## src/common/lsq_pkg.sv

```systemverilog
// Shared definitions for the memory stage
// Queue and data memory sizes, vector typedefs
// Memory operation enum, instruction and queue entry structs
// Writeback record and APB request and response structs

`default_nettype none

package lsq_pkg;

    // Queue geometry
    localparam int unsigned LSQ_ENTRIES = 8;
    localparam int unsigned LSQ_IDX_W   = 3;   // log2 of LSQ_ENTRIES

    // Data memory geometry
    localparam int unsigned MEM_WORDS   = 64;  // Doublewords
    localparam int unsigned PADDR_W     = 12;  // Byte address on APB

    // Plain vectors with a meaning
    typedef logic [63:0]          bus64_t;     // Operand or data value
    typedef logic [LSQ_IDX_W-1:0] lsq_idx_t;   // Slot index
    typedef logic [LSQ_IDX_W:0]   lsq_cnt_t;   // Occupancy, one bit wider
    typedef logic [4:0]           reg_addr_t;  // Destination register
    typedef logic [PADDR_W-1:0]   paddr_t;     // APB byte address

    // Supported memory operations
    typedef enum logic [1:0] {
        MEM_LD = 2'd0,  // Load doubleword
        MEM_SD = 2'd1,  // Store doubleword
        MEM_LW = 2'd2,  // Load word, sign extended
        MEM_SW = 2'd3   // Store word
    } mem_op_t;

    // One memory instruction from register read
    typedef struct packed {
        logic      valid;
        mem_op_t   op;
        reg_addr_t rd;
        bus64_t    imm;   // Offset added to rs1
    } mem_instr_t;

    // One queue slot, also the queue head output
    typedef struct packed {
        mem_instr_t instr;
        bus64_t     rs1;  // Base address
        bus64_t     rs2;  // Store data
    } lsq_entry_t;

    // Writeback record of a finished access
    typedef struct packed {
        logic      valid;
        logic      is_store;
        logic      err;   // Access outside the memory
        reg_addr_t rd;
        bus64_t    data;  // Load result, zero for stores
    } wb_result_t;

    // APB master side, driven by the access unit
    typedef struct packed {
        logic       psel;
        logic       penable;
        logic       pwrite;
        paddr_t     paddr;
        bus64_t     pwdata;
        logic [7:0] pstrb;  // One bit per byte lane
    } apb_req_t;

    // APB completer side, driven by the data memory
    typedef struct packed {
        logic   pready;
        bus64_t prdata;
        logic   pslverr;
    } apb_rsp_t;

endpackage

`default_nettype wire

```

## src/lsq/load_store_queue.sv

```systemverilog
// In-order load/store queue
// Circular buffer with a registered copy of the oldest entry
// Bypass of a new entry to the head when the queue is empty
// Tail index output, full and empty flags, flush

`default_nettype none

module load_store_queue (
    input  wire logic                clk_i,
    input  wire logic                rstn_i,
    input  wire logic                flush_i,      // Drop all queued entries
    input  wire lsq_pkg::lsq_entry_t entry_i,      // New entry from register read
    input  wire logic                pop_i,        // Access unit wants the head
    output lsq_pkg::lsq_entry_t      head_o,       // Zero unless a pop is granted
    output lsq_pkg::lsq_idx_t        entry_idx_o,  // Tail of the previous cycle
    output logic                     full_o,
    output logic                     empty_o
);

    // Slot storage
    lsq_pkg::lsq_entry_t slot_q [lsq_pkg::LSQ_ENTRIES];
    lsq_pkg::lsq_entry_t first_q;  // Oldest entry, read without the array

    // Pointers
    lsq_pkg::lsq_idx_t head_q;  // Slot after the oldest entry
    lsq_pkg::lsq_idx_t tail_q;  // Next free slot
    lsq_pkg::lsq_cnt_t cnt_q;   // Entries held

    logic write_en;  // Entry accepted this cycle
    logic read_en;   // Pop granted this cycle
    logic bypass;    // New entry goes straight to the head

    // Also full while in reset or flushing
    assign full_o = (cnt_q == lsq_pkg::lsq_cnt_t'(lsq_pkg::LSQ_ENTRIES)) | flush_i | ~rstn_i;

    assign write_en = entry_i.instr.valid & ~full_o;

    // Pop needs a stored entry or one arriving now
    assign read_en = pop_i & ~flush_i & ((cnt_q != '0) | write_en);

    assign bypass  = (cnt_q == '0) & write_en;
    assign empty_o = (cnt_q == '0) & ~write_en;

    // Head output
    always_comb begin
        if (!read_en) begin
            head_o = '0;             // Nothing granted
        end else if (bypass) begin
            head_o = entry_i;        // Empty queue passes through
        end else begin
            head_o = first_q;
        end
    end

    // Array write and first entry refill
    always_ff @(posedge clk_i) begin
        if (write_en) begin
            slot_q[tail_q] <= entry_i;
        end
        if (read_en && (cnt_q > lsq_pkg::lsq_cnt_t'(1))) begin
            first_q <= slot_q[head_q];  // Next oldest moves up
        end else if (write_en && ((cnt_q == '0) ||
                                  ((cnt_q == lsq_pkg::lsq_cnt_t'(1)) && read_en))) begin
            first_q <= entry_i;         // New entry becomes the oldest
        end
    end

    // Pointer and count update
    always_ff @(posedge clk_i or negedge rstn_i) begin
        if (!rstn_i) begin
            head_q <= lsq_pkg::lsq_idx_t'(1);  // One past the slot of first_q
            tail_q <= '0;
            cnt_q  <= '0;
        end else if (flush_i) begin
            head_q <= lsq_pkg::lsq_idx_t'(1);
            tail_q <= '0;
            cnt_q  <= '0;
        end else begin
            head_q <= head_q + lsq_pkg::lsq_idx_t'(read_en);
            tail_q <= tail_q + lsq_pkg::lsq_idx_t'(write_en);
            cnt_q  <= cnt_q + lsq_pkg::lsq_cnt_t'(write_en) - lsq_pkg::lsq_cnt_t'(read_en);
        end
    end

    // Tail index delayed by one cycle
    always_ff @(posedge clk_i or negedge rstn_i) begin
        if (!rstn_i) begin
            entry_idx_o <= '0;
        end else begin
            entry_idx_o <= tail_q;
        end
    end

    // Occupancy bound
    a_cnt_bound: assert property (
        @(posedge clk_i) disable iff (!rstn_i)
        cnt_q <= lsq_pkg::lsq_cnt_t'(lsq_pkg::LSQ_ENTRIES)
    ) else $error("LSQ count above capacity");

    // A full queue keeps its tail in place
    a_no_write_full: assert property (
        @(posedge clk_i) disable iff (!rstn_i)
        ((cnt_q == lsq_pkg::lsq_cnt_t'(lsq_pkg::LSQ_ENTRIES)) && !flush_i) |=>
            $stable(tail_q)
    ) else $error("LSQ write accepted while full");

    // Granted pop always hands over a real entry
    a_pop_nonempty: assert property (
        @(posedge clk_i) disable iff (!rstn_i)
        read_en |-> head_o.instr.valid
    ) else $error("LSQ pop granted while empty");

endmodule

`default_nettype wire

```

## config.mk

```make
export PLATFORM = sky130hd
export DESIGN_NAME = load_store_queue
export DESIGN_NICKNAME = d
export VERILOG_FILES = /design/src/common/lsq_pkg.sv /design/src/lsq/load_store_queue.sv
export SDC_FILE = /design/constraint.sdc
export NUM_CORES = 2
export LEC_CHECK = 0
export BUFFER_PORTS_ARGS = -buffer_cell sky130_fd_sc_hd__clkbuf_2
export CAP_MARGIN = 20
export CORE_MARGIN = 1.5
export CORE_UTILIZATION = 45
export DETAILED_ROUTE_END_ITERATION = 8
export GPL_ROUTABILITY_DRIVEN = 0
export PLACE_DENSITY_LB_ADDON = 0.25
export SKIP_CTS_REPAIR_TIMING = 1
export SLEW_MARGIN = 20
export SYNTH_ARGS = -nofsm -noshare
export SYNTH_HDL_FRONTEND = slang
export SYNTH_SLANG_ARGS = --single-unit
```

## constraint.sdc

```tcl
create_clock -name clk_i -period 29.9 [get_ports clk_i]
set_clock_uncertainty 0.1 [all_clocks]
set_input_delay 1.495 -clock clk_i [delete_from_list [all_inputs] [get_ports clk_i]]
set_output_delay 1.495 -clock clk_i [all_outputs]
set_load 0.05 [all_outputs]
```

==> flow_metrics.env <==
export IMPL_antenna_left=0
export IMPL_p_int_uw=4570
export IMPL_cts_root_buf="clkbuf_16"
export IMPL_endpoint_kind="primary output"
export IMPL_port_buffers=408
export IMPL_drt_total_wl_microns=163000
export IMPL_clockPowerShare_pct=36.1
export IMPL_ys_ff_latch=1813
export IMPL_worstPathRequired_ns=28.31
export IMPL_slowest_delay_ns=0.73
export IMPL_power_density_nw_per_um2=76.2
export IMPL_grt_usage_pct=20.0
export IMPL_synth_most_common_cell="edfxtp_1"
export IMPL_fmax_mhz=147
export IMPL_worst_pin_slew_ns=1.11
export IMPL_dp_cells=5898
export IMPL_die_h_microns=404
export IMPL_worst_r2r_endpoint="first_q[99]$_DFFE_PP_"
export IMPL_io_pins=409
export IMPL_crit_buf_inv=5
export IMPL_combPwrFrac_pct=17.3
export IMPL_drv_cap=0
export IMPL_synth_top_cell_by_area="edfxtp_1"
export IMPL_slew_headroom_pct=25.9
export IMPL_cts_tree="yes"
export IMPL_pwr_share_seq_pct=46.6
export IMPL_status="complete, no violations"
export IMPL_dieArea_sq_um=163000
export IMPL_initial_core_util_pct=45.2
export IMPL_final_layout_size_suffix_gt1_share_pct=38.1
export IMPL_vias=35665
export IMPL_grt_first_pass_wirelength_microns=241000
export IMPL_htreeDepth=4
export IMPL_cpLargestDelayFamily="buffers and inverters"
export IMPL_ir_worst_vdd_mv=0.0674
export IMPL_viasPerCell=5.72
export IMPL_cp_max_fo=92
export IMPL_overflow=0
export IMPL_final_cells=6239
export IMPL_min_path_type="input pin to async pin"
export IMPL_antenna_found_initial=10
export IMPL_clkLatencyLatePin_ns=0.82
export IMPL_p_sw_share_pct=27.3
export IMPL_power_leakage_uw=0.0262
export IMPL_max_clock_path_buffers=3
export IMPL_p_switching_uw=1720
export IMPL_drt_initial_drc_count=3163
export IMPL_path_cells="clkbuf_2 > nand3b_1 > nand2b_1 > inv_8 > buf_4 > buf_4 > nand3_1 > a21oi_1 > clkbuf_2"
export IMPL_worstPathArrival_ns=5.20
export IMPL_utilization_pct=51.5
export IMPL_grt_pass1_vias=36276
export IMPL_ys_top_cells_by_count="1800 x edfxtp_1, 400 x mux2_2, 400 x mux4_2"
export IMPL_grt_max_degree=142
export IMPL_chipWidth_microns=404
export IMPL_regToRegStartpoint="head_q[1]$_DFF_PN0_"
export IMPL_criticalPathCategory="input pin to primary output"
export IMPL_coreArea_sq_um=160000
export IMPL_synth_area_sq_um=72400
export IMPL_seq_area_frac_synth_pct=75.1
export IMPL_synth_top_area_share_pct=74.6
export IMPL_syn2layout_area_growth_pct=14.0
export IMPL_cp_slowest_cell="buf_4"
export IMPL_hold_viol_final=0
export IMPL_async_reset_ff_share_pct=0.717
export IMPL_cts_buffers=183
export IMPL_cts_sinks=1813
export IMPL_dp_hpwl_microns=83600
export IMPL_synthDistinctLibCells=34
export IMPL_power_uw=6290
export IMPL_synth_main_ff_cell="edfxtp_1"
export IMPL_ff2ff_setup_slack_ns=24.29
export IMPL_num_rows=147
export IMPL_drc_errors=0
export IMPL_synth_cells=3502
export IMPL_synth_area_top_cells="edfxtp_1 75%, mux4_2 12%, mux2_2 6.2%"
export IMPL_finalNetCount=4140
export IMPL_synth_edf_count=1800
export IMPL_finalSetupTns_ns=0
export IMPL_period_needed_ns=6.80
export IMPL_finalCritPeriodShare_pct=22.7
export IMPL_yosys_warnings=0
export IMPL_finalMaxSlewViolations=0
export IMPL_reg2regPathDepth=7
export IMPL_hold_ws_ns=0.478
export IMPL_rsz0062_at_grt="no"
export IMPL_avgSynthCellArea_sq_um=20.7
export IMPL_clk_pin_slew_ns=0.06
export IMPL_drt_pass1_iter_count=5
export IMPL_startpoint_type="input pin"
export IMPL_setup_viol=0
export IMPL_syn_nets=3718
export IMPL_avgRoutedWirePerCell_microns=26.1
-- metrics by stage --
step	instance area (sq um)	setup slack [ns]
6_report	82500	23.10
5_1_grt	82500	22.82
4_1_cts	82500	23.15
3_5_place_dp	76500	23.19
3_3_place_gp	76500	23.33
2_1_floorplan	72400	6.20
-- placed cells by master (no fill, tap or decap), types with 10 or more instances in the layout --
cell       instances
a21oi_1          201
buf_12            13
buf_4             41
bufinv_16         18
clkbuf_1          33
clkbuf_16        184
clkbuf_2         408
clkinv_1          33
clkinv_2          43
dfrtp_1           10
edfxtp_1        1800
ha_1              11
mux2_2           400
mux4_2           400
nand2_1          205
nand3_1          199
-- worst max-delay path by stage --
stage / from / end / slack, ns / cells after the start
floorplan: flush_i / slot_q[4][0]$_DFFE_PP_ / 6.20 / 4
global placement: rstn_i / head_o[105] / 23.33 / 9
detailed placement: rstn_i / head_o[43] / 23.19 / 9
CTS: rstn_i / head_o[43] / 23.15 / 9
global route: rstn_i / head_o[32] / 22.82 / 9
finish: entry_i[199] / head_o[43] / 23.10 / 9
-- final cells by class --
class	instances	area, sq um
Fill cell	12662	77700
Sequential cell	1813	54400
Multi-Input combinational cell	1457	16800
Clock buffer	217	4730
Tap cell	2160	2700
Timing Repair Buffer	463	2620
Clock inverter	120	1280
Inverter	6	30.0
Antenna cell	3	7.51
-- cells by family after synthesis --
family	after synthesis	synth area share (%)
flip-flops	1813	75.1
multiplexers	800	18.7
AND/OR/NAND/NOR	434	2.67
AO/OA/AOI/OAI	207	1.44
buffers and inverters	232	1.88
XOR/XNOR	4	0.0484
adder cells (fa/ha/maj)	12	0.218
-- power by group through the flow --
| stage | clock (uW) | combinational, uW | sequential [uW] |
|---|---|---|---|
| 2_1_floorplan | 0 | 808 | 2980 |
| 3_3_place_gp | 0 | 1090 | 2980 |
| 3_5_place_dp | 0 | 1100 | 2980 |
| 4_1_cts | 2320 | 1100 | 2930 |
| 5_1_grt | 2420 | 1170 | 2930 |
| 6_report | 2270 | 1090 | 2930 |
-- registers in the layout (all words and copies together) (netlist names) --
register	flops
cnt_q	4
first_q	200
head_q	3
tail_q	3
slot_q	1600
entry_idx_o	3
-- routing by layer --
metal	track usage, %	up-vias	part of all wire [%]
met5	0	-	0.040
met4	5.19	8	1.9
met3	3.17	195	5.7
met2	31.0	1119	47
met1	29.7	19136	45
li1	-	15207	-
(Power assumes the default switching activity.)
