## config.mk

```make
export PLATFORM = sky130hd
export DESIGN_NAME = lsq_access_unit
export DESIGN_NICKNAME = d
export VERILOG_FILES = /design/src/common/lsq_pkg.sv /design/src/lsq/lsq_access_unit.sv
export SDC_FILE = /design/constraint.sdc
export NUM_CORES = 1
export LEC_CHECK = 0
export BUFFER_PORTS_ARGS = -buffer_cell sky130_fd_sc_hd__buf_2
export CAP_MARGIN = 15
export CORE_AREA = 2 2 169 171
export CTS_BUF_LIST = sky130_fd_sc_hd__clkbuf_8
export DETAILED_ROUTE_END_ITERATION = 6
export DIE_AREA = 0 0 171 173
export PLACE_DENSITY = 0.58
export SYNTH_ARGS = -nofsm -noshare
export SYNTH_HDL_FRONTEND = slang
export SYNTH_SLANG_ARGS = --single-unit
```

## constraint.sdc

```tcl
create_clock -name clk_i -period 6.05 [get_ports clk_i]
set_clock_uncertainty 0.05 [all_clocks]
set_input_delay 0.3025 -clock clk_i [delete_from_list [all_inputs] [get_ports clk_i]]
set_output_delay 0.3025 -clock clk_i [all_outputs]
set_load 0.01 [all_outputs]
```

## src/common/lsq_pkg.sv

```systemverilog
// Shared definitions for the memory stage
// Queue and data memory sizes, vector typedefs
// Memory operation enum, instruction and queue entry structs
// Writeback record and APB request and response structs

`default_nettype none

package lsq_pkg;

    // Queue geometry
    localparam int unsigned LSQ_ENTRIES = 8;
    localparam int unsigned LSQ_IDX_W   = 3;   // log2 of LSQ_ENTRIES

    // Data memory geometry
    localparam int unsigned MEM_WORDS   = 64;  // Doublewords
    localparam int unsigned PADDR_W     = 12;  // Byte address on APB

    // Plain vectors with a meaning
    typedef logic [63:0]          bus64_t;     // Operand or data value
    typedef logic [LSQ_IDX_W-1:0] lsq_idx_t;   // Slot index
    typedef logic [LSQ_IDX_W:0]   lsq_cnt_t;   // Occupancy, one bit wider
    typedef logic [4:0]           reg_addr_t;  // Destination register
    typedef logic [PADDR_W-1:0]   paddr_t;     // APB byte address

    // Supported memory operations
    typedef enum logic [1:0] {
        MEM_LD = 2'd0,  // Load doubleword
        MEM_SD = 2'd1,  // Store doubleword
        MEM_LW = 2'd2,  // Load word, sign extended
        MEM_SW = 2'd3   // Store word
    } mem_op_t;

    // One memory instruction from register read
    typedef struct packed {
        logic      valid;
        mem_op_t   op;
        reg_addr_t rd;
        bus64_t    imm;   // Offset added to rs1
    } mem_instr_t;

    // One queue slot, also the queue head output
    typedef struct packed {
        mem_instr_t instr;
        bus64_t     rs1;  // Base address
        bus64_t     rs2;  // Store data
    } lsq_entry_t;

    // Writeback record of a finished access
    typedef struct packed {
        logic      valid;
        logic      is_store;
        logic      err;   // Access outside the memory
        reg_addr_t rd;
        bus64_t    data;  // Load result, zero for stores
    } wb_result_t;

    // APB master side, driven by the access unit
    typedef struct packed {
        logic       psel;
        logic       penable;
        logic       pwrite;
        paddr_t     paddr;
        bus64_t     pwdata;
        logic [7:0] pstrb;  // One bit per byte lane
    } apb_req_t;

    // APB completer side, driven by the data memory
    typedef struct packed {
        logic   pready;
        bus64_t prdata;
        logic   pslverr;
    } apb_rsp_t;

endpackage

`default_nettype wire

```

## src/lsq/lsq_access_unit.sv

```systemverilog
// Memory access unit behind the load/store queue
// Pops the head, computes rs1 plus imm, runs one APB transfer
// Word placement and strobes, load sign extension
// Registered writeback that a flush drops

`default_nettype none

module lsq_access_unit (
    input  wire logic                clk_i,
    input  wire logic                rstn_i,
    input  wire logic                flush_i,
    input  wire lsq_pkg::lsq_entry_t head_i,     // Granted queue head
    output logic                     pop_o,
    output lsq_pkg::apb_req_t        apb_req_o,
    input  wire lsq_pkg::apb_rsp_t   apb_rsp_i,
    output lsq_pkg::wb_result_t      wb_o
);

    typedef enum logic [1:0] {
        ST_IDLE,    // Pop and latch
        ST_SETUP,   // psel, no penable
        ST_ACCESS   // Wait for pready
    } acc_state_e;

    acc_state_e state_q;

    // Latched instruction
    lsq_pkg::mem_instr_t instr_q;
    lsq_pkg::bus64_t     rs2_q;
    lsq_pkg::paddr_t     addr_q;
    lsq_pkg::bus64_t     eff_addr;  // Full width rs1 plus imm

    logic                flushed_q;  // Flush seen during this transfer
    lsq_pkg::wb_result_t wb_q;

    logic            is_store;
    logic            is_word;
    logic            upper;     // Word in bits 63:32
    logic [31:0]     ld_half;
    lsq_pkg::bus64_t ld_data;
    logic            take;      // Valid head latched

    assign pop_o    = (state_q == ST_IDLE);
    assign take     = pop_o & head_i.instr.valid;
    assign eff_addr = head_i.rs1 + head_i.instr.imm;

    assign is_store = (instr_q.op == lsq_pkg::MEM_SD) | (instr_q.op == lsq_pkg::MEM_SW);
    assign is_word  = (instr_q.op == lsq_pkg::MEM_LW) | (instr_q.op == lsq_pkg::MEM_SW);
    assign upper    = addr_q[2];

    // Request fields come from latched state only
    always_comb begin
        apb_req_o.psel    = (state_q != ST_IDLE);
        apb_req_o.penable = (state_q == ST_ACCESS);
        apb_req_o.pwrite  = is_store;
        apb_req_o.paddr   = addr_q;
        if (is_word) begin
            apb_req_o.pwdata = {2{rs2_q[31:0]}};           // Same word on both lanes
            apb_req_o.pstrb  = upper ? 8'hf0 : 8'h0f;
        end else begin
            apb_req_o.pwdata = rs2_q;
            apb_req_o.pstrb  = 8'hff;
        end
        if (!is_store) begin
            apb_req_o.pstrb = '0;  // Reads carry no strobes
        end
    end

    // Load result shaping
    always_comb begin
        ld_half = upper ? apb_rsp_i.prdata[63:32] : apb_rsp_i.prdata[31:0];
        if (is_store) begin
            ld_data = '0;
        end else if (is_word) begin
            ld_data = {{32{ld_half[31]}}, ld_half};  // Sign extend
        end else begin
            ld_data = apb_rsp_i.prdata;
        end
    end

    // Instruction latch
    always_ff @(posedge clk_i) begin
        if (take) begin
            instr_q <= head_i.instr;
            rs2_q   <= head_i.rs2;
            addr_q  <= eff_addr[lsq_pkg::PADDR_W-1:0];  // Upper bits dropped
        end
    end

    // Transfer FSM and writeback
    always_ff @(posedge clk_i or negedge rstn_i) begin
        if (!rstn_i) begin
            state_q   <= ST_IDLE;
            flushed_q <= 1'b0;
            wb_q      <= '0;
        end else begin
            wb_q.valid <= 1'b0;  // One cycle pulse
            case (state_q)
                ST_IDLE: begin
                    flushed_q <= 1'b0;
                    if (take) begin
                        state_q <= ST_SETUP;
                    end
                end
                ST_SETUP: begin
                    state_q <= ST_ACCESS;
                end
                ST_ACCESS: begin
                    if (apb_rsp_i.pready) begin
                        state_q       <= ST_IDLE;
                        wb_q.valid    <= ~(flushed_q | flush_i);  // Drop flushed work
                        wb_q.is_store <= is_store;
                        wb_q.err      <= apb_rsp_i.pslverr;
                        wb_q.rd       <= instr_q.rd;
                        wb_q.data     <= ld_data;
                    end
                end
                default: state_q <= ST_IDLE;
            endcase
            if (flush_i && (state_q != ST_IDLE)) begin
                flushed_q <= 1'b1;
            end
        end
    end

    assign wb_o = wb_q;

    // Request held steady until the transfer ends
    a_req_stable: assert property (
        @(posedge clk_i) disable iff (!rstn_i)
        (apb_req_o.psel && !(apb_req_o.penable && apb_rsp_i.pready)) |=>
            $stable({apb_req_o.pwrite, apb_req_o.paddr, apb_req_o.pwdata, apb_req_o.pstrb})
    ) else $error("APB request changed during transfer");

    // penable only inside a selected transfer
    a_penable_psel: assert property (
        @(posedge clk_i) disable iff (!rstn_i)
        apb_req_o.penable |-> apb_req_o.psel
    ) else $error("APB penable without psel");

endmodule

`default_nettype wire

```

==> out/metrics.csv, run 1 <==
stage,metric,value,unit
min_path,Cells on Worst Hold Path,2,
layout,area grow syn2layout,42.71,%
clocking,postcts setup bufs,0,
layout,layout cells sized above 1,45.44,%
clocking,total CTS buffers,17,
layout,Final #Nets,1168,
drt,First DRT Iteration DRCs,348,
timing,setup TNS,0,ns
floorplanning,row cnt,61,
outcome,outcome,completed,
power_and_ir_drop,peak supply drop,149.6,uV
layout,Ant. Diodes,0,
global_routing,initial antenna violation count,0,
synthesis,#FFs+latches synth,158,
global_routing,total gr overflow,0,
worst_setup_path,required time of the critical path,5.70,ns
drt,WL met1,7975,um
timing,Worst-Margin Slew,0.9871,ns
synthesis,synthesized area,0.006834,mm2
synthesis,Yosys top cell area share,36.47,%
synthesis,synth unique cells,39,
worst_setup_path,FF-to-FF Start,state_q[1],
global_routing,first-pass GRT wire length,30020,um
worst_setup_path,r2r endpoint,instr_q[67],
drt,routed length per instance,15.60,um
clocking,# clock sinks,158,
power_and_ir_drop,power consumption,3.708,mW
drt,highest metal used,met4,
flow_run,max-capacitance violation count,0,
placed_design,post-DP HPWL,13880,um
power_and_ir_drop,pwr dens,380.2,mW/mm2
clocking,CTS tree,yes,
worst_setup_path,crit end category,output port,
power_and_ir_drop,Clk pwr share,24.1,%
worst_setup_path,CP Depth,4,
worst_setup_path,worst path arrival time,2.16,ns
power_and_ir_drop,Reg power frac,43.8,%
drt,routed wire length,19940,um
drt,metal3 WL,1818,um
worst_setup_path,R2R cell count,3,
worst_setup_path,CP max stage cell,buf_4,
global_routing,largest net degree at the start of global routing,76,
worst_setup_path,CP Cell Sequence,buf_4 > nand2_2 > and2_1 > buf_2,
drt,DRC viols,0,
timing,RSZ-0062 raised after global routing,no,
timing,final hold violation count,0,
floorplanning,CORE AREA,0.02763,mm2
synthesis,Post-Syn Area per Cell,12.92,um2
drt,drt pass-1 iters,4,
synthesis,synth top area cells,"edfxtp_1, dfrtp_1, mux2_2",
synthesis,Ys Warns,0,
synthesis,Post-synth EDFFs,83,
layout,"most common cell after layout, fill and taps aside",buf_2,
floorplanning,# IOs,429,
placed_design,GPL Wtd Cong,0.7539,
timing,Tmin final,2.510,ns
worst_setup_path,WS Path Type,register to output port,
floorplanning,die area,0.02958,mm2
timing,f_max,398.4,MHz
worst_setup_path,crit path max fanout,39,
layout,most frequent cells in the layout,"buf_2, edfxtp_1, dfrtp_1",
synthesis,Post-Syn Instances,529,
power_and_ir_drop,Sw Pwr,1.260,mW
placed_design,# port buffers,324,
synthesis,Post-Syn Nets,810,
power_and_ir_drop,combinational power share,32.1,%
synthesis,sequential area share after synthesis,63.93,%
worst_setup_path,slowest cell delay on critical path,0.51,ns
clocking,clock tree root driver cell,clkbuf_8,
timing,Final Cycle Share,41.49,%
power_and_ir_drop,sw frac,33.99,%
global_routing,gr usage total,13.24,%
worst_setup_path,Top delay family on crit path,simple AND/OR/NAND/NOR gates,
power_and_ir_drop,Pint,2.448,mW
synthesis,Yosys top cell by area,edfxtp_1,
timing,Setup Viol. Count Final,0,
drt,Via density,4.135,
clocking,Max Root-Sink Buffers,2,
synthesis,Post-synth top flop,edfxtp_1,
min_path,class of the worst hold path,primary input to register,
worst_setup_path,worst path bufs/invs,2,
global_routing,vias in the first global route,5480,
worst_setup_path,R2R setup slack,3.74,ns
floorplanning,Die Wd,171,um
drt,Routed Antenna Nets,0,
clocking,latest clock arrival within the worst-skew pair,0.43,ns
timing,Rel. slew slack,34.19,%
timing,count of final max-slew check failures,0,
floorplanning,Starting Density,24.74,%
worst_setup_path,CP startpoint,instr_q[70],
drt,metal2 WL,9811,um
clocking,htree depth,4,
clocking,clock slew at reported path FFs,0.09,ns
floorplanning,Die H,173,um
worst_setup_path,Startpoint Class,register,
drt,detailed-route via count,5284,
worst_setup_path,Critical path destination,apb_req_o[3],
power_and_ir_drop,Static Leakage,4.629,nW
synthesis,"FFs w/ async S/R, synth",47.47,%
==> area by class of cell <==
class | instances | area (um2)
fillers | 2789 | 17880
clock inverters | 15 | 211.5
clock buffers | 17 | 234.0
flip-flops and latches | 158 | 4369
repair buffers | 403 | 2412
well taps | 378 | 473.0
inverters | 2 | 7.507
multi-input cells | 305 | 2046
==> timing repair <==
action | in CTS | in global routing
hold buffers | 73 | 0
endpoints found under the hold margin | 137 | 0
gates resized for setup | 0 | 0
==> metrics by stage <==
step                      hold WS, ns  instances  setup slack (ns)  area (um2)  util, %
after detailed placement       0.3795       1172             3.338        8557    30.97
after global placement         0.3727       1172             3.351        8557    30.97
after global routing         0.004954       1278             3.324        9753    35.30
final                         0.04549       1278             3.540        9753    35.30
after CTS                   0.0007793       1277             2.820        9733    35.23
after floorplan              -0.04309        529             2.882        6834        -
==> routing by layer <==
metal  vias up  global-route usage (%)
met3        17                   4.692
met5         -                       0
li1       2544                       -
met2       250                   22.72
met4         0                   4.202
met1      2473                   15.33
==> power groups by stage <==
| stage | clock network [mW] | logic (mW) | registers, mW |
|---|---|---|---|
| finish | 0.893 | 1.19 | 1.62 |
| global placement | 0 | 1.16 | 1.64 |
| detailed placement | 0 | 1.17 | 1.65 |
| floorplan | 0 | 0.584 | 1.74 |
| global route | 0.977 | 1.32 | 1.66 |
| CTS | 0.936 | 1.21 | 1.63 |
==> how the worst min path moves through the flow <==
stage | start | endpoint | slack [ns]
floorplan | rstn_i | flushed_q | -0.04
global placement | flushed_q | wb_o[71] | 0.37
detailed placement | flushed_q | wb_o[71] | 0.38
CTS | apb_rsp_i[0] | wb_o[69] | 0.0008
global route | apb_rsp_i[0] | wb_o[69] | 0.005
finish | apb_rsp_i[0] | wb_o[69] | 0.05
==> cell families (layout without fill, tap and decap cells) <==
family | after synthesis | in the layout | share of synthesized area [%]
AND/OR/NAND/NOR | 122 | 122 | 7.415
adder cells (fa/ha/maj) | 12 | 12 | 2.307
buffers and inverters | 66 | 437 | 6.207
multiplexers | 73 | 73 | 11.42
XOR/XNOR | 11 | 11 | 1.410
flip-flops | 158 | 158 | 63.93
AO/OA/AOI/OAI | 87 | 87 | 7.305
==> Yosys cell counts (2+ instances only) <==
library cell / number
edfxtp_1: 83
o21ai_1: 30
buf_2: 6
buf_4: 39
nor2_1: 38
nand4_1: 3
buf_1: 2
dfrtp_1: 75
clkbuf_1: 14
mux2i_1: 33
o21ai_0: 36
xnor2_1: 7
buf_6: 3
nand2_1: 66
a21oi_1: 8
and2_1: 5
inv_1: 2
a21o_1: 4
mux2_2: 40
xor2_1: 4
nor3_1: 3
ha_1: 11
==> state kept, by name, indices dropped and copies added, names as in the netlist <==
register	flops
wb_o	72
rs2_q	64
addr_q	12
instr_q	7
state_q	2
flushed_q	1
(Power assumes the default switching activity.)
==> inputs of run 2 (changes only) <==
--- a/config.mk
+++ b/config.mk
@@ -5,13 +5,14 @@
 export SDC_FILE = /design/constraint.sdc
 export NUM_CORES = 1
 export LEC_CHECK = 0
+export ABC_AREA = 1
 export BUFFER_PORTS_ARGS = -buffer_cell sky130_fd_sc_hd__buf_2
 export CAP_MARGIN = 15
-export CORE_AREA = 2 2 169 171
+export CORE_AREA = 2 2 166 168
 export CTS_BUF_LIST = sky130_fd_sc_hd__clkbuf_8
 export DETAILED_ROUTE_END_ITERATION = 6
-export DIE_AREA = 0 0 171 173
-export PLACE_DENSITY = 0.58
+export DIE_AREA = 0 0 168 170
+export PLACE_DENSITY = 0.63
 export SYNTH_ARGS = -nofsm -noshare
 export SYNTH_HDL_FRONTEND = slang
 export SYNTH_SLANG_ARGS = --single-unit
==> constraint.sdc (replaced) <==
create_clock -name clk_i -period 2.2 [get_ports clk_i]
set_clock_uncertainty 0.05 [all_clocks]
set_input_delay 0.11 -clock clk_i [delete_from_list [all_inputs] [get_ports clk_i]]
set_output_delay 0.11 -clock clk_i [all_outputs]
set_load 0.01 [all_outputs]
==> run 2 against run 1 <==
Synthesized area up 4.8%. Via count up 13%. Register-to-register slack worse by 3.3 ns. Combinational power rose to 3.1 times the previous value. Worst hold slack better by 0.022 ns. Critical endpoint is now apb_req_o[6].
==> out/metrics.csv, run 2 <==
stage,metric,value,unit,change
outcome,outcome,completed,,unchanged
placed_design,Placed Cells incl. Taps,1225,,was 1172
placed_design,placed cell area,0.008942,mm2,was 0.008557 mm2
worst_setup_path,crit end category,output port,,unchanged
global_routing,largest net degree at the start of global routing,72,,was 76
drt,Via density,4.261,,was 4.135
timing,Tmin final,2.035,ns,
layout,post-route cell area,0.01083,mm2,was 0.009753 mm2
layout,Fillers,2550,,was 2789
drt,detailed-route via count,5982,,was 5284
placed_design,# port buffers,324,,unchanged
synthesis,synth unique cells,29,,was 39
synthesis,"count leader, synth",nand2_1,,was edfxtp_1
layout,Largest register FFs,72,,unchanged
global_routing,first-pass GRT wire length,33370,um,was 30020 um
timing,RSZ-0062 raised after global routing,no,,unchanged
synthesis,synth top area cells,"edfxtp_1, dfrtp_1, nand2_1",,"was edfxtp_1, dfrtp_1, mux2_2"
drt,Routed Antenna Nets,0,,unchanged
power_and_ir_drop,pwr dens,967.6,mW/mm2,was 380.2 mW/mm2
floorplanning,row cnt,60,,was 61
clocking,clock slew at reported path FFs,0.11,ns,was 0.09 ns
placed_design,GPL Wtd Cong,0.8110,,was 0.7539
drt,routed length per instance,15.30,um,was 15.60 um
min_path,class of the worst hold path,primary input to register,,unchanged
synthesis,Post-Syn Instances,609,,was 529
worst_setup_path,R2R cell count,7,,was 3
synthesis,sequential area share after synthesis,61.02,%,was 63.93%
layout,Non-Filler Instances,1404,,was 1278
drt,DRC viols,0,,unchanged
worst_setup_path,required time of the critical path,2.04,ns,was 5.70 ns
placed_design,post-DP HPWL,14890,um,was 13880 um
floorplanning,Starting Density,26.87,%,was 24.74%
drt,routed wire length,21490,um,was 19940 um
worst_setup_path,Top delay family on crit path,flip-flops,,was simple AND/OR/NAND/NOR gates
synthesis,Yosys top cell by area,edfxtp_1,,unchanged
layout,Final #Nets,1330,,was 1168
worst_setup_path,worst path bufs/invs,2,,unchanged
synthesis,#FFs+latches synth,158,,unchanged
synthesis,Yosys top cell area share,34.81,%,was 36.47%
worst_setup_path,CP max stage cell,edfxtp_1,,was buf_4
clocking,# clock sinks,158,,unchanged
synthesis,Post-synth top flop,edfxtp_1,,unchanged
drt,First DRT Iteration DRCs,361,,was 348
global_routing,initial antenna violation count,0,,unchanged
synthesis,synthesized area,0.007161,mm2,was 0.006834 mm2
layout,layout cells sized above 1,41.90,%,was 45.44%
timing,Setup Viol. Count Final,0,,unchanged
worst_setup_path,R2R setup slack,0.49,ns,was 3.74 ns
clocking,CTS tree,yes,,unchanged
worst_setup_path,crit path max fanout,49,,was 39
worst_setup_path,slowest cell delay on critical path,0.47,ns,was 0.51 ns
min_path,Cells on Worst Hold Path,4,,was 2
synthesis,Post-synth EDFFs,83,,unchanged
synthesis,Ys Warns,0,,unchanged
global_routing,vias in the first global route,6217,,was 5480
flow_run,max-capacitance violation count,0,,unchanged
worst_setup_path,worst path arrival time,1.88,ns,was 2.16 ns
floorplanning,Die Wd,168,um,was 171 um
clocking,total CTS buffers,17,,unchanged
global_routing,gr usage total,14.90,%,was 13.24%
global_routing,total gr overflow,0,,unchanged
worst_setup_path,Startpoint Class,register,,unchanged
power_and_ir_drop,peak supply drop,387.4,uV,was 149.6 uV
layout,most frequent cells in the layout,"buf_2, nand2_1, dlygate4sd3_1",,"was buf_2, edfxtp_1, dfrtp_1"
power_and_ir_drop,Static Leakage,5.345,nW,was 4.629 nW
clocking,Max Root-Sink Buffers,2,,unchanged
floorplanning,CORE AREA,0.02665,mm2,was 0.02763 mm2
timing,Worst-Margin Slew,0.7754,ns,was 0.9871 ns
worst_setup_path,CP Depth,3,,was 4
worst_setup_path,WS Path Type,register to output port,,unchanged
synthesis,Post-Syn Nets,890,,was 810
timing,Final Cycle Share,92.50,%,
synthesis,Post-Syn Area per Cell,11.76,um2,was 12.92 um2
worst_setup_path,CP Cell Sequence,buf_12 > a21oi_1 > buf_2,,was buf_4 > nand2_2 > and2_1 > buf_2
clocking,latest clock arrival within the worst-skew pair,0.44,ns,was 0.43 ns
timing,count of final max-slew check failures,0,,unchanged
synthesis,"FFs w/ async S/R, synth",47.47,%,unchanged
floorplanning,# IOs,429,,unchanged
clocking,htree depth,4,,unchanged
clocking,postcts setup bufs,0,,unchanged
clocking,clock tree root driver cell,clkbuf_8,,unchanged
layout,"most common cell after layout, fill and taps aside",buf_2,,unchanged
timing,Rel. slew slack,48.31,%,was 34.19%
timing,final hold violation count,0,,unchanged
clocking,CTS resizes,0,,unchanged
floorplanning,Die H,170,um,was 173 um
drt,drt pass-1 iters,4,,unchanged
floorplanning,die area,0.02856,mm2,was 0.02958 mm2
layout,area grow syn2layout,51.30,%,was 42.71%
synthesis,top post-synthesis cells by count,"nand2_1, edfxtp_1, dfrtp_1",,"was edfxtp_1, dfrtp_1, nand2_1"
timing,f_max,491.4,MHz,
-- run 2: area by class of cell --
class                   instances  area, um2  share of cell area [%]
well taps                     341      426.7                   3.938
clock buffers                  17      234.0                   2.160
diodes                          1      2.502                 0.02310
inverters                      29      108.9                   1.005
flip-flops and latches        158       4369                   40.33
clock inverters                15      193.9                   1.790
multi-input cells             358       2226                   20.55
repair buffers                485       3273                   30.21
-- run 2: cell families (layout without fill, tap and decap cells) --
kind of cell	count (synthesis)	in the layout	share of synthesized area, %
AOI/OAI and AO/OA	73	73	6.814
xor gates and xnor gates	7	7	0.8562
adders and majority gates	12	12	2.202
buffers and inverters	93	546	8.108
DFF	158	158	61.02
muxes	63	63	9.366
other	0	1	0
and+or+nand+nor	203	203	11.64
-- run 2: per-stage QoR --
stage / power, mW / utilization [%] / hold WS (ns) / setup TNS (ns) / setup WS [ns]
final: 10.48 / 40.65 / 0.06797 / 0 / 0.1649
after global routing: 11.16 / 40.64 / 0.07183 / 0 / 0.02956
after CTS: 10.63 / 40.64 / 0.03449 / 0 / 0.08566
after detailed placement: 8.042 / 33.55 / 0.02822 / 0 / 0.5001
after global placement: 7.958 / 33.55 / 0.01592 / 0 / 0.5054
after floorplan: 6.545 / - / -0.2356 / -14.28 / -0.1721
-- run 2: routing by layer --
metal	part of all wire (%)	GRT usage (%)	vias up
met5	0	0	-
met4	1.7	4.272	0
met3	6.9	4.535	23
met2	50	26.27	230
met1	41	17.55	2833
li1	-	-	2896
-- run 2: worst reg2reg max path, delay by kind of cell, from the launching register on --
family	cells	cell delay [ns]
buffers and inverters	3	0.68
AND/OR/NAND/NOR	3	0.36
flip-flops	1	0.42
AO/OA/AOI/OAI	1	0.11
-- run 2: report_power, final --
group / switching, mW / internal [mW]
Sequential: 0.409 / 4.07
Combinational: 2.11 / 1.57
Clock: 1.41 / 0.906
Total: 3.93 / 6.55
-- run 2: worst paths after layout --
check                                    end         from
worst max-delay path            apb_req_o[6]  instr_q[70]
worst min register to register      wb_o[71]    flushed_q
worst max register to register       wb_o[7]   state_q[0]
worst min-delay path              addr_q[11]  head_i[139]
min in group asynchronous           wb_o[48]       rstn_i
max in group asynchronous           wb_o[69]       rstn_i
-- run 2: what timing repair did --
action	CTS	global route
endpoints found under the setup margin	0	0
hold buffers	146	0
hold endpoints to repair	218	0
